==> src/lease_defs.svh <==
`ifndef LEASE_DEFS_SVH
`define LEASE_DEFS_SVH

// ----------------------------------------
// sizing of table and lease registers
// ----------------------------------------
`define LLT_N_ENTRIES	16	// lookup table entries
`define LEASE_N_LINES	16	// cache lines, one lease register each

// field widths
`define BW_WORD_ADDR	30	// byte address minus the two low bits
`define BW_REF_ADDR	20	// stored part of a reference address
`define BW_LEASE	16
`define BW_PERCENTAGE	9	// matches the lfsr width

`define LEASE_DEFAULT	1	// lease given on a table miss

`define CLOG2(x) $clog2(x)

`endif
==> src/lease_types_pkg.sv <==
`include "lease_defs.svh"

package lease_types_pkg;

	// ----------------------------------------
	// vector types with a meaning
	// ----------------------------------------
	typedef logic [`BW_WORD_ADDR-1:0]	word_addr_t;	// request word address
	typedef logic [`BW_REF_ADDR-1:0]	ref_addr_t;	// tag stored per entry
	typedef logic [`BW_LEASE-1:0]		lease_t;
	typedef logic [`BW_PERCENTAGE-1:0]	prob_t;		// chance of lease0, out of 512

	typedef logic [`CLOG2(`LEASE_N_LINES)-1:0] line_idx_t;	// cache line index

	// programming address
	// top two bits select the array, rest select the entry
	typedef logic [`CLOG2(`LLT_N_ENTRIES)+1:0] table_addr_t;

endpackage

==> src/lease_bus_pkg.sv <==
package lease_bus_pkg;

	import lease_types_pkg::*;

	// host programming strobes
	typedef struct packed {
		table_addr_t	addr;
		logic		wren;	// write data into addr
		logic		rmen;	// invalidate entry, ref addr array only
		logic [31:0]	data;
	} llt_prog_t;

	// cache request
	typedef struct packed {
		word_addr_t	word_addr;
		line_idx_t	line;	// line that receives the lease
	} lease_req_t;

	// table search result
	typedef struct packed {
		logic		hit;
		lease_t		lease0;
		lease_t		lease1;
		prob_t		prob;	// probability of lease0
	} lease_result_t;

	typedef enum logic {LS_IDLE, LS_ASSIGN} lease_state_t;

endpackage

==> src/lease_policy_top.sv <==
`timescale 1ns/1ps
`include "lease_defs.svh"

module lease_policy_top
	import lease_types_pkg::*;
	import lease_bus_pkg::*;
(
	input  logic		clock_i,
	input  logic		resetn_i,

	input  llt_prog_t	prog_i,		// host programming
	input  logic		req_valid_i,
	input  lease_req_t	req_i,

	output logic		done_o,
	output logic		hit_o,
	output lease_t		lease_o,
	output logic [`LEASE_N_LINES-1:0]	expired_o
);

	word_addr_t	search_addr;
	lease_result_t	result;
	prob_t		rand_val;
	logic		load, step;
	line_idx_t	line;

	// ----------------------------------------
	// control
	// ----------------------------------------
	lease_controller u_lease_controller (
		.clock_i	(clock_i),
		.resetn_i	(resetn_i),
		.req_valid_i	(req_valid_i),
		.req_i		(req_i),
		.search_addr_o	(search_addr),
		.result_i	(result),
		.rand_i		(rand_val),
		.load_o		(load),
		.line_o		(line),
		.lease_o	(lease_o),	// also feeds the register file
		.step_o		(step),
		.done_o		(done_o),
		.hit_o		(hit_o)
	);

	// ----------------------------------------
	// datapath
	// ----------------------------------------
	lease_lookup_table u_lease_lookup_table (
		.clock_i	(clock_i),
		.resetn_i	(resetn_i),
		.prog_i		(prog_i),
		.search_addr_i	(search_addr),
		.result_o	(result)
	);

	lease_lfsr u_lease_lfsr (
		.clock_i	(clock_i),
		.resetn_i	(resetn_i),
		.step_i		(step),
		.value_o	(rand_val)
	);

	lease_register_file u_lease_register_file (
		.clock_i	(clock_i),
		.resetn_i	(resetn_i),
		.load_i		(load),
		.line_i		(line),
		.lease_i	(lease_o),
		.expired_o	(expired_o)
	);

endmodule

==> src/lease_controller.sv <==
`timescale 1ns/1ps
`include "lease_defs.svh"

module lease_controller
	import lease_types_pkg::*;
	import lease_bus_pkg::*;
(
	input  logic		clock_i,
	input  logic		resetn_i,

	// cache side
	input  logic		req_valid_i,
	input  lease_req_t	req_i,

	// table search
	output word_addr_t	search_addr_o,
	input  lease_result_t	result_i,

	input  prob_t		rand_i,		// current lfsr value

	// datapath strobes
	output logic		load_o,
	output line_idx_t	line_o,
	output lease_t		lease_o,
	output logic		step_o,

	output logic		done_o,
	output logic		hit_o
);

	// ----------------------------------------
	// fsm
	// ----------------------------------------
	lease_state_t	state_q, state_d;
	lease_req_t	req_q;		// request held for the assign cycle
	logic		assign_c;

	always_comb begin
		state_d = state_q;
		case (state_q)
			LS_IDLE:   if (req_valid_i) state_d = LS_ASSIGN;
			LS_ASSIGN: state_d = LS_IDLE;	// always one cycle
			default:   state_d = LS_IDLE;
		endcase
	end

	always_ff @(posedge clock_i) begin
		if (!resetn_i)
			state_q <= LS_IDLE;
		else
			state_q <= state_d;
	end

	// capture only when idle, a request during assign is dropped
	always_ff @(posedge clock_i) begin
		if (state_q == LS_IDLE && req_valid_i)
			req_q <= req_i;
	end

	assign assign_c = (state_q == LS_ASSIGN);

	// ----------------------------------------
	// lease selection
	// ----------------------------------------
	assign search_addr_o = req_q.word_addr;
	assign line_o        = req_q.line;
	assign hit_o         = result_i.hit;

	always_comb begin
		if (!result_i.hit)
			lease_o = lease_t'(`LEASE_DEFAULT);
		else if (rand_i < result_i.prob)	// strictly below picks lease0
			lease_o = result_i.lease0;
		else
			lease_o = result_i.lease1;
	end

	// same pulse for all three
	assign load_o = assign_c;
	assign step_o = assign_c;
	assign done_o = assign_c;

	a_done_single: assert property (@(posedge clock_i) disable iff (!resetn_i)
		done_o |=> !done_o)
		else $error("done held high for two cycles");

endmodule

==> src/lease_register_file.sv <==
`timescale 1ns/1ps
`include "lease_defs.svh"

module lease_register_file
	import lease_types_pkg::*;
(
	input  logic	clock_i,
	input  logic	resetn_i,

	input  logic		load_i,		// one pulse per request
	input  line_idx_t	line_i,		// line to reload
	input  lease_t		lease_i,	// new lease for that line

	output logic [`LEASE_N_LINES-1:0]	expired_o	// line lease has run out
);

	// ----------------------------------------
	// per line lease counters
	// ----------------------------------------
	lease_t lease_q [`LEASE_N_LINES];

	// target line reloads, all others count down towards zero
	always_ff @(posedge clock_i) begin
		if (!resetn_i) begin
			for (int i = 0; i < `LEASE_N_LINES; i++)
				lease_q[i] <= '0;	// everything starts expired
		end else if (load_i) begin
			for (int i = 0; i < `LEASE_N_LINES; i++) begin
				if (line_idx_t'(i) == line_i)
					lease_q[i] <= lease_i;
				else if (lease_q[i] != '0)
					lease_q[i] <= lease_q[i] - 1'b1;	// saturate at zero
			end
		end
	end

	// expired flags
	always_comb begin
		for (int i = 0; i < `LEASE_N_LINES; i++)
			expired_o[i] = (lease_q[i] == '0);
	end

endmodule

==> src/lease_lfsr.sv <==
`timescale 1ns/1ps

module lease_lfsr
	import lease_types_pkg::*;
(
	input  logic	clock_i,
	input  logic	resetn_i,
	input  logic	step_i,		// one step per accepted request
	output prob_t	value_o
);

	prob_t lfsr_q;

	// x^9 + x^5 + 1, maximal length, 511 states
	always_ff @(posedge clock_i) begin
		if (!resetn_i)
			lfsr_q <= 9'h001;	// any nonzero seed
		else if (step_i)
			lfsr_q <= {lfsr_q[7:0], lfsr_q[8] ^ lfsr_q[4]};
	end

	assign value_o = lfsr_q;

	// all-zero is the lock-up state
	a_lfsr_nonzero: assert property (@(posedge clock_i) disable iff (!resetn_i)
		lfsr_q != '0)
		else $error("lfsr stuck at zero");

endmodule

==> src/lease_lookup_table.sv <==
`timescale 1ns/1ps
`include "lease_defs.svh"

module lease_lookup_table
	import lease_types_pkg::*;
	import lease_bus_pkg::*;
(
	input  logic		clock_i,
	input  logic		resetn_i,

	input  llt_prog_t	prog_i,		// host write / remove port
	input  word_addr_t	search_addr_i,	// word address of the request
	output lease_result_t	result_o	// combinational search result
);

	localparam int BW_ENTRY = `CLOG2(`LLT_N_ENTRIES);
	localparam int BW_TADDR = $bits(table_addr_t);

	// ----------------------------------------
	// storage
	// ----------------------------------------
	logic [`LLT_N_ENTRIES-1:0]	valid_q;	// set by ref addr write
	ref_addr_t	ref_addr_mem [`LLT_N_ENTRIES];
	lease_t		lease0_mem [`LLT_N_ENTRIES];
	lease_t		lease1_mem [`LLT_N_ENTRIES];
	prob_t		prob_mem [`LLT_N_ENTRIES];

	logic [1:0]		arr_sel;	// 00 ref, 01 lease0, 10 lease1, 11 prob
	logic [BW_ENTRY-1:0]	entry_idx;

	assign arr_sel   = prog_i.addr[BW_TADDR-1 -: 2];
	assign entry_idx = prog_i.addr[BW_ENTRY-1:0];

	// valid bits, only array 00 touches them
	always_ff @(posedge clock_i) begin
		if (!resetn_i) begin
			valid_q <= '0;
		end else if (arr_sel == 2'b00) begin
			if (prog_i.wren)
				valid_q[entry_idx] <= 1'b1;
			else if (prog_i.rmen)
				valid_q[entry_idx] <= 1'b0;	// eviction
		end
	end

	// payload arrays
	always_ff @(posedge clock_i) begin
		if (prog_i.wren) begin
			case (arr_sel)
				2'b00: ref_addr_mem[entry_idx] <= prog_i.data[`BW_REF_ADDR+1:2]; // byte -> word
				2'b01: lease0_mem[entry_idx]   <= prog_i.data[`BW_LEASE-1:0];
				2'b10: lease1_mem[entry_idx]   <= prog_i.data[`BW_LEASE-1:0];
				default: prob_mem[entry_idx]   <= prog_i.data[`BW_PERCENTAGE-1:0];
			endcase
		end
	end

	// ----------------------------------------
	// search
	// ----------------------------------------
	logic [`LLT_N_ENTRIES-1:0] hit_vec;

	// one comparator per entry
	always_comb begin
		for (int i = 0; i < `LLT_N_ENTRIES; i++)
			hit_vec[i] = valid_q[i] && (ref_addr_mem[i] == search_addr_i[`BW_REF_ADDR-1:0]);
	end

	// priority mux, later entries override so highest index wins
	always_comb begin
		result_o = '0;
		result_o.hit = |hit_vec;
		for (int i = 0; i < `LLT_N_ENTRIES; i++) begin
			if (hit_vec[i]) begin
				result_o.lease0 = lease0_mem[i];
				result_o.lease1 = lease1_mem[i];
				result_o.prob   = prob_mem[i];
			end
		end
	end

	// host must not write and remove in the same cycle
	a_wren_rmen_excl: assert property (@(posedge clock_i) disable iff (!resetn_i)
		!(prog_i.wren && prog_i.rmen))
		else $error("lease table: wren and rmen high together");

endmodule

==> config.mk <==
export PLATFORM = sky130hd
export DESIGN_NAME = lease_policy_top
export DESIGN_NICKNAME = d
export VERILOG_FILES = /design/src/lease_types_pkg.sv /design/src/lease_bus_pkg.sv /design/src/lease_policy_top.sv /design/src/lease_controller.sv /design/src/lease_register_file.sv /design/src/lease_lfsr.sv /design/src/lease_lookup_table.sv
export VERILOG_INCLUDE_DIRS = /design/src
export SDC_FILE = /design/constraint.sdc
export NUM_CORES = 2
export LEC_CHECK = 0
export BUFFER_PORTS_ARGS = -buffer_cell sky130_fd_sc_hd__buf_2
export CAP_MARGIN = 10
export CORE_MARGIN = 2
export CORE_UTILIZATION = 58
export CTS_CLUSTER_SIZE = 14
export DETAILED_ROUTE_END_ITERATION = 8
export PLACE_DENSITY = 0.74
export REMOVE_ABC_BUFFERS = 1
export SYNTH_ARGS = -nofsm -noshare
export SYNTH_HDL_FRONTEND = slang
export SYNTH_SLANG_ARGS = --single-unit
==> constraint.sdc <==
create_clock -name clock_i -period 18.15 [get_ports clock_i]
set_clock_uncertainty 0.15 [all_clocks]
set_input_delay 2.7225 -clock clock_i [delete_from_list [all_inputs] [get_ports clock_i]]
set_output_delay 2.7225 -clock clock_i [all_outputs]
set_load 0.02 [all_outputs]
======== After elaboration in Yosys (flattened, before gate mapping) ========
Memories as Yosys holds them, arrays and structs flattened.
Index checks and enable logic that the tools add are counted.
storage, ports and cells
  flip-flop bits (word level) ............. 50
  bits in writable memories ............... 1232
  input bits .............................. 77
  word-level logic and storage cells ...... 368
  memories ................................ 5
memory list
  name                               depth  width  rd ports  clocked after memory_dff  wr ports  line                       text
  u_lease_lookup_table.ref_addr_mem  16     20     16        0                         1         lease_lookup_table.sv:23   ref_addr_t ref_addr_mem [`LLT_N_ENTRIES];
  u_lease_lookup_table.lease0_mem    16     16     16        0                         1         lease_lookup_table.sv:24   lease_t lease0_mem [`LLT_N_ENTRIES];
  u_lease_lookup_table.lease1_mem    16     16     16        0                         1         lease_lookup_table.sv:25   lease_t lease1_mem [`LLT_N_ENTRIES];
  u_lease_register_file.lease_q      16     16     16        0                         16        lease_register_file.sv:20  lease_t lease_q [`LEASE_N_LINES];
  u_lease_lookup_table.prob_mem      16     9      16        0                         1         lease_lookup_table.sv:26   prob_t prob_mem [`LLT_N_ENTRIES];
operators by class
  $add $sub $neg .......................... 16
  magnitude comparators ................... 3
  eq/ne operators ......................... 33
  muxes and demuxes ....................... 213
  bitwise logic cells ..................... 37
  reduce and logical (&&, ||, !) cells .... 56
operators with widths
  kind                                                                                 count
  41-bit 2-to-1 mux                                                                    16
  16-bit 2-to-1 mux                                                                    36
  20-bit == test                                                                       16
  16-bit logical NOT                                                                   16
  16-bit nonzero test                                                                  16
  16-bit by 1-bit subtractor with 16-bit output, second input constant                 16
  1-bit 2-to-1 mux                                                                     159
  4-bit == test, first input constant                                                  8
  1-bit bitwise OR                                                                     32
  1-bit logical AND                                                                    18
  16-bit AND                                                                           1
  3-bit by 4-bit == test with 1-bit output, first input constant                       4
  16-bit inverter                                                                      1
  16-bit bitwise OR                                                                    1
  16-bit OR reduction                                                                  1
  9-bit < comparator                                                                   1
  2-bit by 4-bit == test with 1-bit output, first input constant                       2
  4-bit by 5-bit < comparator with 1-bit output, second input constant                 1
  1-bit demux with 4-bit select                                                        1
  1-bit by 4-bit == test with 1-bit output, first input constant                       1
  4-bit by 1-bit greater-or-equal comparator with 1-bit output, second input constant  1
  4-bit logical NOT                                                                    1
  3-bit OR reduction                                                                   1
  2-bit by 1-bit == test with 1-bit output, second input constant                      1
  7 further kinds                                                                      7

======== Longest topological paths before layout ========
  depth in word-level cells ............... 23
  depth in mapped cells ................... 30

======== Hierarchy ========
A second synthesis with hierarchy kept.
unflattened totals
  cell total of the unflattened synthesis .. 4534
  area total of the unflattened synthesis .. 58178.3 µm²
modules (own cells, without submodules)
  module               instances  cells each  area an instance (µm²)
  lease_lookup_table   1          2679        40101.0
  lease_register_file  1          1706        16139.2
  lease_controller     1          120         1594.0
  lease_lfsr           1          29          344.1

======== Least setup slack after synthesis ========
Ideal clock, no wire load.
  kind .................................... register -> output
  start point ............................. reg u_lease_controller.req_q, in the netlist u_lease_controller.search_addr_o[11]
  end point ............................... out lease_o[10]
  arrival time ............................ 6118 ps
  required time ........................... 15278 ps
  setup slack ............................. 9159 ps
  stages on the path, launching flop included .. 27
  buffers on the path ..................... 7
  cells stage by stage .................... edfxtp_1 -> buf_6 -> xor2_1 -> or4_1 -> or4_1 -> nor2_1 -> buf_2 -> clkbuf_1 -> clkbuf_1 -> nor2_1 -> a21oi_1 -> a211oi_1 -> or3_1 -> a31oi_1 -> ha_1 -> a21o_1 -> a21o_1 -> a21oi_1 -> o21ai_0 -> nand2b_1 -> or4_1 -> a211oi_2 -> or2_1 -> buf_6 -> buf_12 -> mux2i_4 -> buf_8
on the way
  word-level cells in the longest chain between the ends .. 21
  elaborated cells on any way between the ends .. 52
RTL lines
  item                              line                      text
  from (decl)                       lease_controller.sv:35    lease_req_t req_q;
  from (signal assigned)            lease_controller.sv:57    req_q <= req_i;
  20-bit == test                    lease_lookup_table.sv:66  hit_vec[i] = valid_q[i] && (ref_addr_mem[i] == search_addr_i[`BW_REF_ADDR-1:0]);
  1-bit logical AND                 lease_lookup_table.sv:66
  41-bit 2-to-1 mux (16 in series)  lease_lookup_table.sv:74  if (hit_vec[i]) begin
  9-bit < comparator                lease_controller.sv:72    else if (rand_i < result_i.prob)
  16-bit 2-to-1 mux                 lease_controller.sv:72
  16-bit 2-to-1 mux *               lease_controller.sv:70    if (!result_i.hit)
  to (decl)                         lease_policy_top.sv:17    output lease_t lease_o,
Every way passes the cells marked *; elsewhere a longest branch is shown, timed or not.

======== Worst setup path after layout ========
  start point ............................. reg u_lease_controller.req_q, in the netlist u_lease_controller.search_addr_o[10]
  end point ............................... out lease_o[12]
The elaborated chain is that of the path after synthesis.

==> results.toml <==
[timing]
max_freq_ghz = 0.0826
min_period_ps = 12110
rsz0062_at_grt = "no"
slew_viol_final = 0
finalWorstSetupSlack_ps = 6040
setup_viol = 0
worst_slew_pin_slew_ps = 1300
relSlewSlack = 0.132
hold_violations = 0
setup_tns_ps = 0
whs_ps = 380
period_share = 0.667

[logic_synthesis]
netlist_instances = 4485
synth.distinct_cells = 86
yosys.area_share.simple = 0.114
synthMuxAreaShare = 0.0137
synthFlopType = "edfxtp_1"
ys_ff_latch = 1282
synth-adder-area-share = 0.00844
synthArstFlopShare = 0
synth_edf_count = 1256
synth_top_family_by_area = "compound AO/OA/AOI/OAI gates"
syn_avg_cell_area_um2 = 13.2
syn_area_mm2 = 0.0593
synth_compound_area_frac = 0.119
ys_seq_area_frac = 0.645
synth-warning-count = 0
synth_xor_xnor_area_share = 0.0771

[clock_network]
cts_max_level = 4
hold_buffers = 0
clk_latency_ps = 750
ctsResizeCount = 0
root_buffer = "clkbuf_16"
clock_path_buffers = 3
clkTransAtPathRegs_ps = 50
cts_buffers = 136
cts_tree = "done"
postCtsSetupRepairBufs = 0
cts_sinks = 1282

[grt]
grt_pass1_vias = 38100
overflow = 0
track_usage = 0.304
antenna_found_initial = 6
grt_max_degree = 73
grt_pass1_wl_mm = 236

[job]
drv_cap = 0

[critical_path]
path_cells = "buf_4, xor2_1, nor4_1, nand4_1, or2_1, buf_4, o21ai_1, a221oi_1, o31ai_1, mux2i_1, nor2_1, o221ai_1, ha_1, a21o_1, a21o_1, a21oi_1, o21ai_0, nand2b_1, or4_1, a211oi_2, or2_2, mux2i_4, buf_4, buf_2"
slowest_stage = "or2_2"
crit_path_frequent_cell = "buf_4"
critPathCaptureType = "primary output"
slowest_delay_ps = 910
cp-start-kind = "flip-flop"
cp_data_required_time_ps = 15280
path_max_fanout = 32
cp.arrival_ps = 9240
worstSetupPathType = "reg2out"

[pwr]
vdd_drop_max_mv = 0.0899
p_leak_nw = 21.2
p_per_area_mw_per_mm2 = 97.6

[floorplanning]
die_w_um = 324
initial_utilization = 0.584
boundaryPins = 111
core_area_mm2 = 0.102
rows = 117
die_h_um = 324
die_area_mm2 = 0.105

[drt]
num_vias = 39500
met3_length_mm = 16.8
firstDrtPassIters = 8
vias_per_cell = 6.50
met2_length_mm = 73.7
route.detailed.wl_per_inst_um = 26.4
finalWirelength_mm = 160
drc = 0
met1_length_mm = 62.0
drtIter0Drc = 5500
antenna_left = 0
routed.top_layer = "met5"

[layout]
final_cell_mix = "1256 x edfxtp_1, 377 x nor2_1, 308 x xnor2_1, 296 x nand2_1, 214 x xor2_1"
final_cells = 6070
area_growth_pct = 10.8
nets = 4710
fillers = 7323
final_common_cell = "edfxtp_1"
drive_gt1_frac = 0.115

[placement]
io_buffers = 90
hpwl_mm = 94.0
dp_slack_ps = 7010
placedCellCount = 5820
place.gp.congestion = 0.910

[hold_path]
hold_class = "reg2reg"

[status]
status = "finished, final reports clean"
## power by group
group / switching (W) / leakage (nW) / total [W] / internal [W]
Sequential: 0.0000426 / 11.9 / 0.00336 / 0.00331
Clock: 0.00114 / 2.10 / 0.00273 / 0.00159
Combinational: 0.000222 / 7.18 / 0.000321 / 0.0000992
Total: 0.00141 / 21.2 / 0.00641 / 0.00500
## critical path, delay by kind of cell, from the launching register on
family          cells  cell delay (ps)
fa+ha+maj           1              340
simple gates        7             3440
flops               1              320
xor+xnor            1              170
mux                 2              500
compound gates      9             2270
buf+inv             4             1350
## sequential cells by signal, summed over array words and instances, names as in the netlist, named ones only
| register | cells |
|---|---|
| u_lease_lookup_table.ref_addr_mem | 320 |
| u_lease_controller.line_o | 4 |
| u_lease_register_file.lease_q | 256 |
| u_lease_lookup_table.lease1_mem | 256 |
| u_lease_lookup_table.prob_mem | 144 |
| u_lease_controller.done_o | 1 |
| u_lease_lookup_table.lease0_mem | 256 |
| u_lease_controller.search_addr_o | 20 |
| u_lease_lfsr.value_o | 9 |
## cells in the mapped netlist (85+ instances only)
cell	count	area, um2
xnor2_1	308	2700
nand4_1	85	532
nand3_1	92	460
o21ai_0	135	676
o2bb2ai_1	112	981
nor3_1	95	475
nor2_1	393	1480
edfxtp_1	1256	37700
a21oi_1	156	781
nor4_1	119	744
xor2_1	214	1870
nand2_1	299	1120
clkbuf_1	159	597
## logic make-up (layout without fill, tap and decap cells)
| family | after synthesis | count (layout) |
|---|---|---|
| xor gates and xnor gates | 522 | 522 |
| DFF | 1282 | 1282 |
| and+or+nand+nor | 1359 | 1359 |
| adders and majority gates | 40 | 40 |
| buffers and inverters | 303 | 516 |
| AOI/OAI and AO/OA | 915 | 915 |
| other | 0 | 4 |
| muxes | 64 | 64 |
## stage by stage
step,util,instance area [um2],total power [W]
global route,0.647,65700,0.00657
finish,0.647,65700,0.00641
global placement,0.604,61300,0.00372
detailed placement,0.604,61300,0.00373
CTS,0.646,65700,0.00642
floorplan,-,58100,0.00360
## routing by layer
layer  track usage  up-vias
met3        0.0601      433
li1              -    17500
met1         0.412    19300
met2         0.478     2293
met5             0        -
met4         0.137        2
## worst paths after layout
kind,from,end,slack [ps],depth (start not counted)
min reg2reg,u_lease_lfsr.value_o[0],u_lease_lfsr.value_o[1],380,2
min,u_lease_lfsr.value_o[0],u_lease_lfsr.value_o[1],380,2
max reg2reg,u_lease_controller.search_addr_o[10],u_lease_register_file.lease_q[0][146],9020,23
max,u_lease_controller.search_addr_o[10],lease_o[12],6040,24
## cell type report
cell class | instances | area, um2 | share of cell area
Inverter | 59 | 221 | 0.00337
Clock buffer | 177 | 3690 | 0.0562
Sequential cell | 1282 | 38200 | 0.582
Timing Repair Buffer | 214 | 1390 | 0.0211
Clock inverter | 66 | 641 | 0.00975
Antenna cell | 4 | 10.0 | 0.000152
Tap cell | 1368 | 1710 | 0.0261
Multi-Input combinational cell | 2900 | 19800 | 0.301
(Power assumes the default switching activity.)
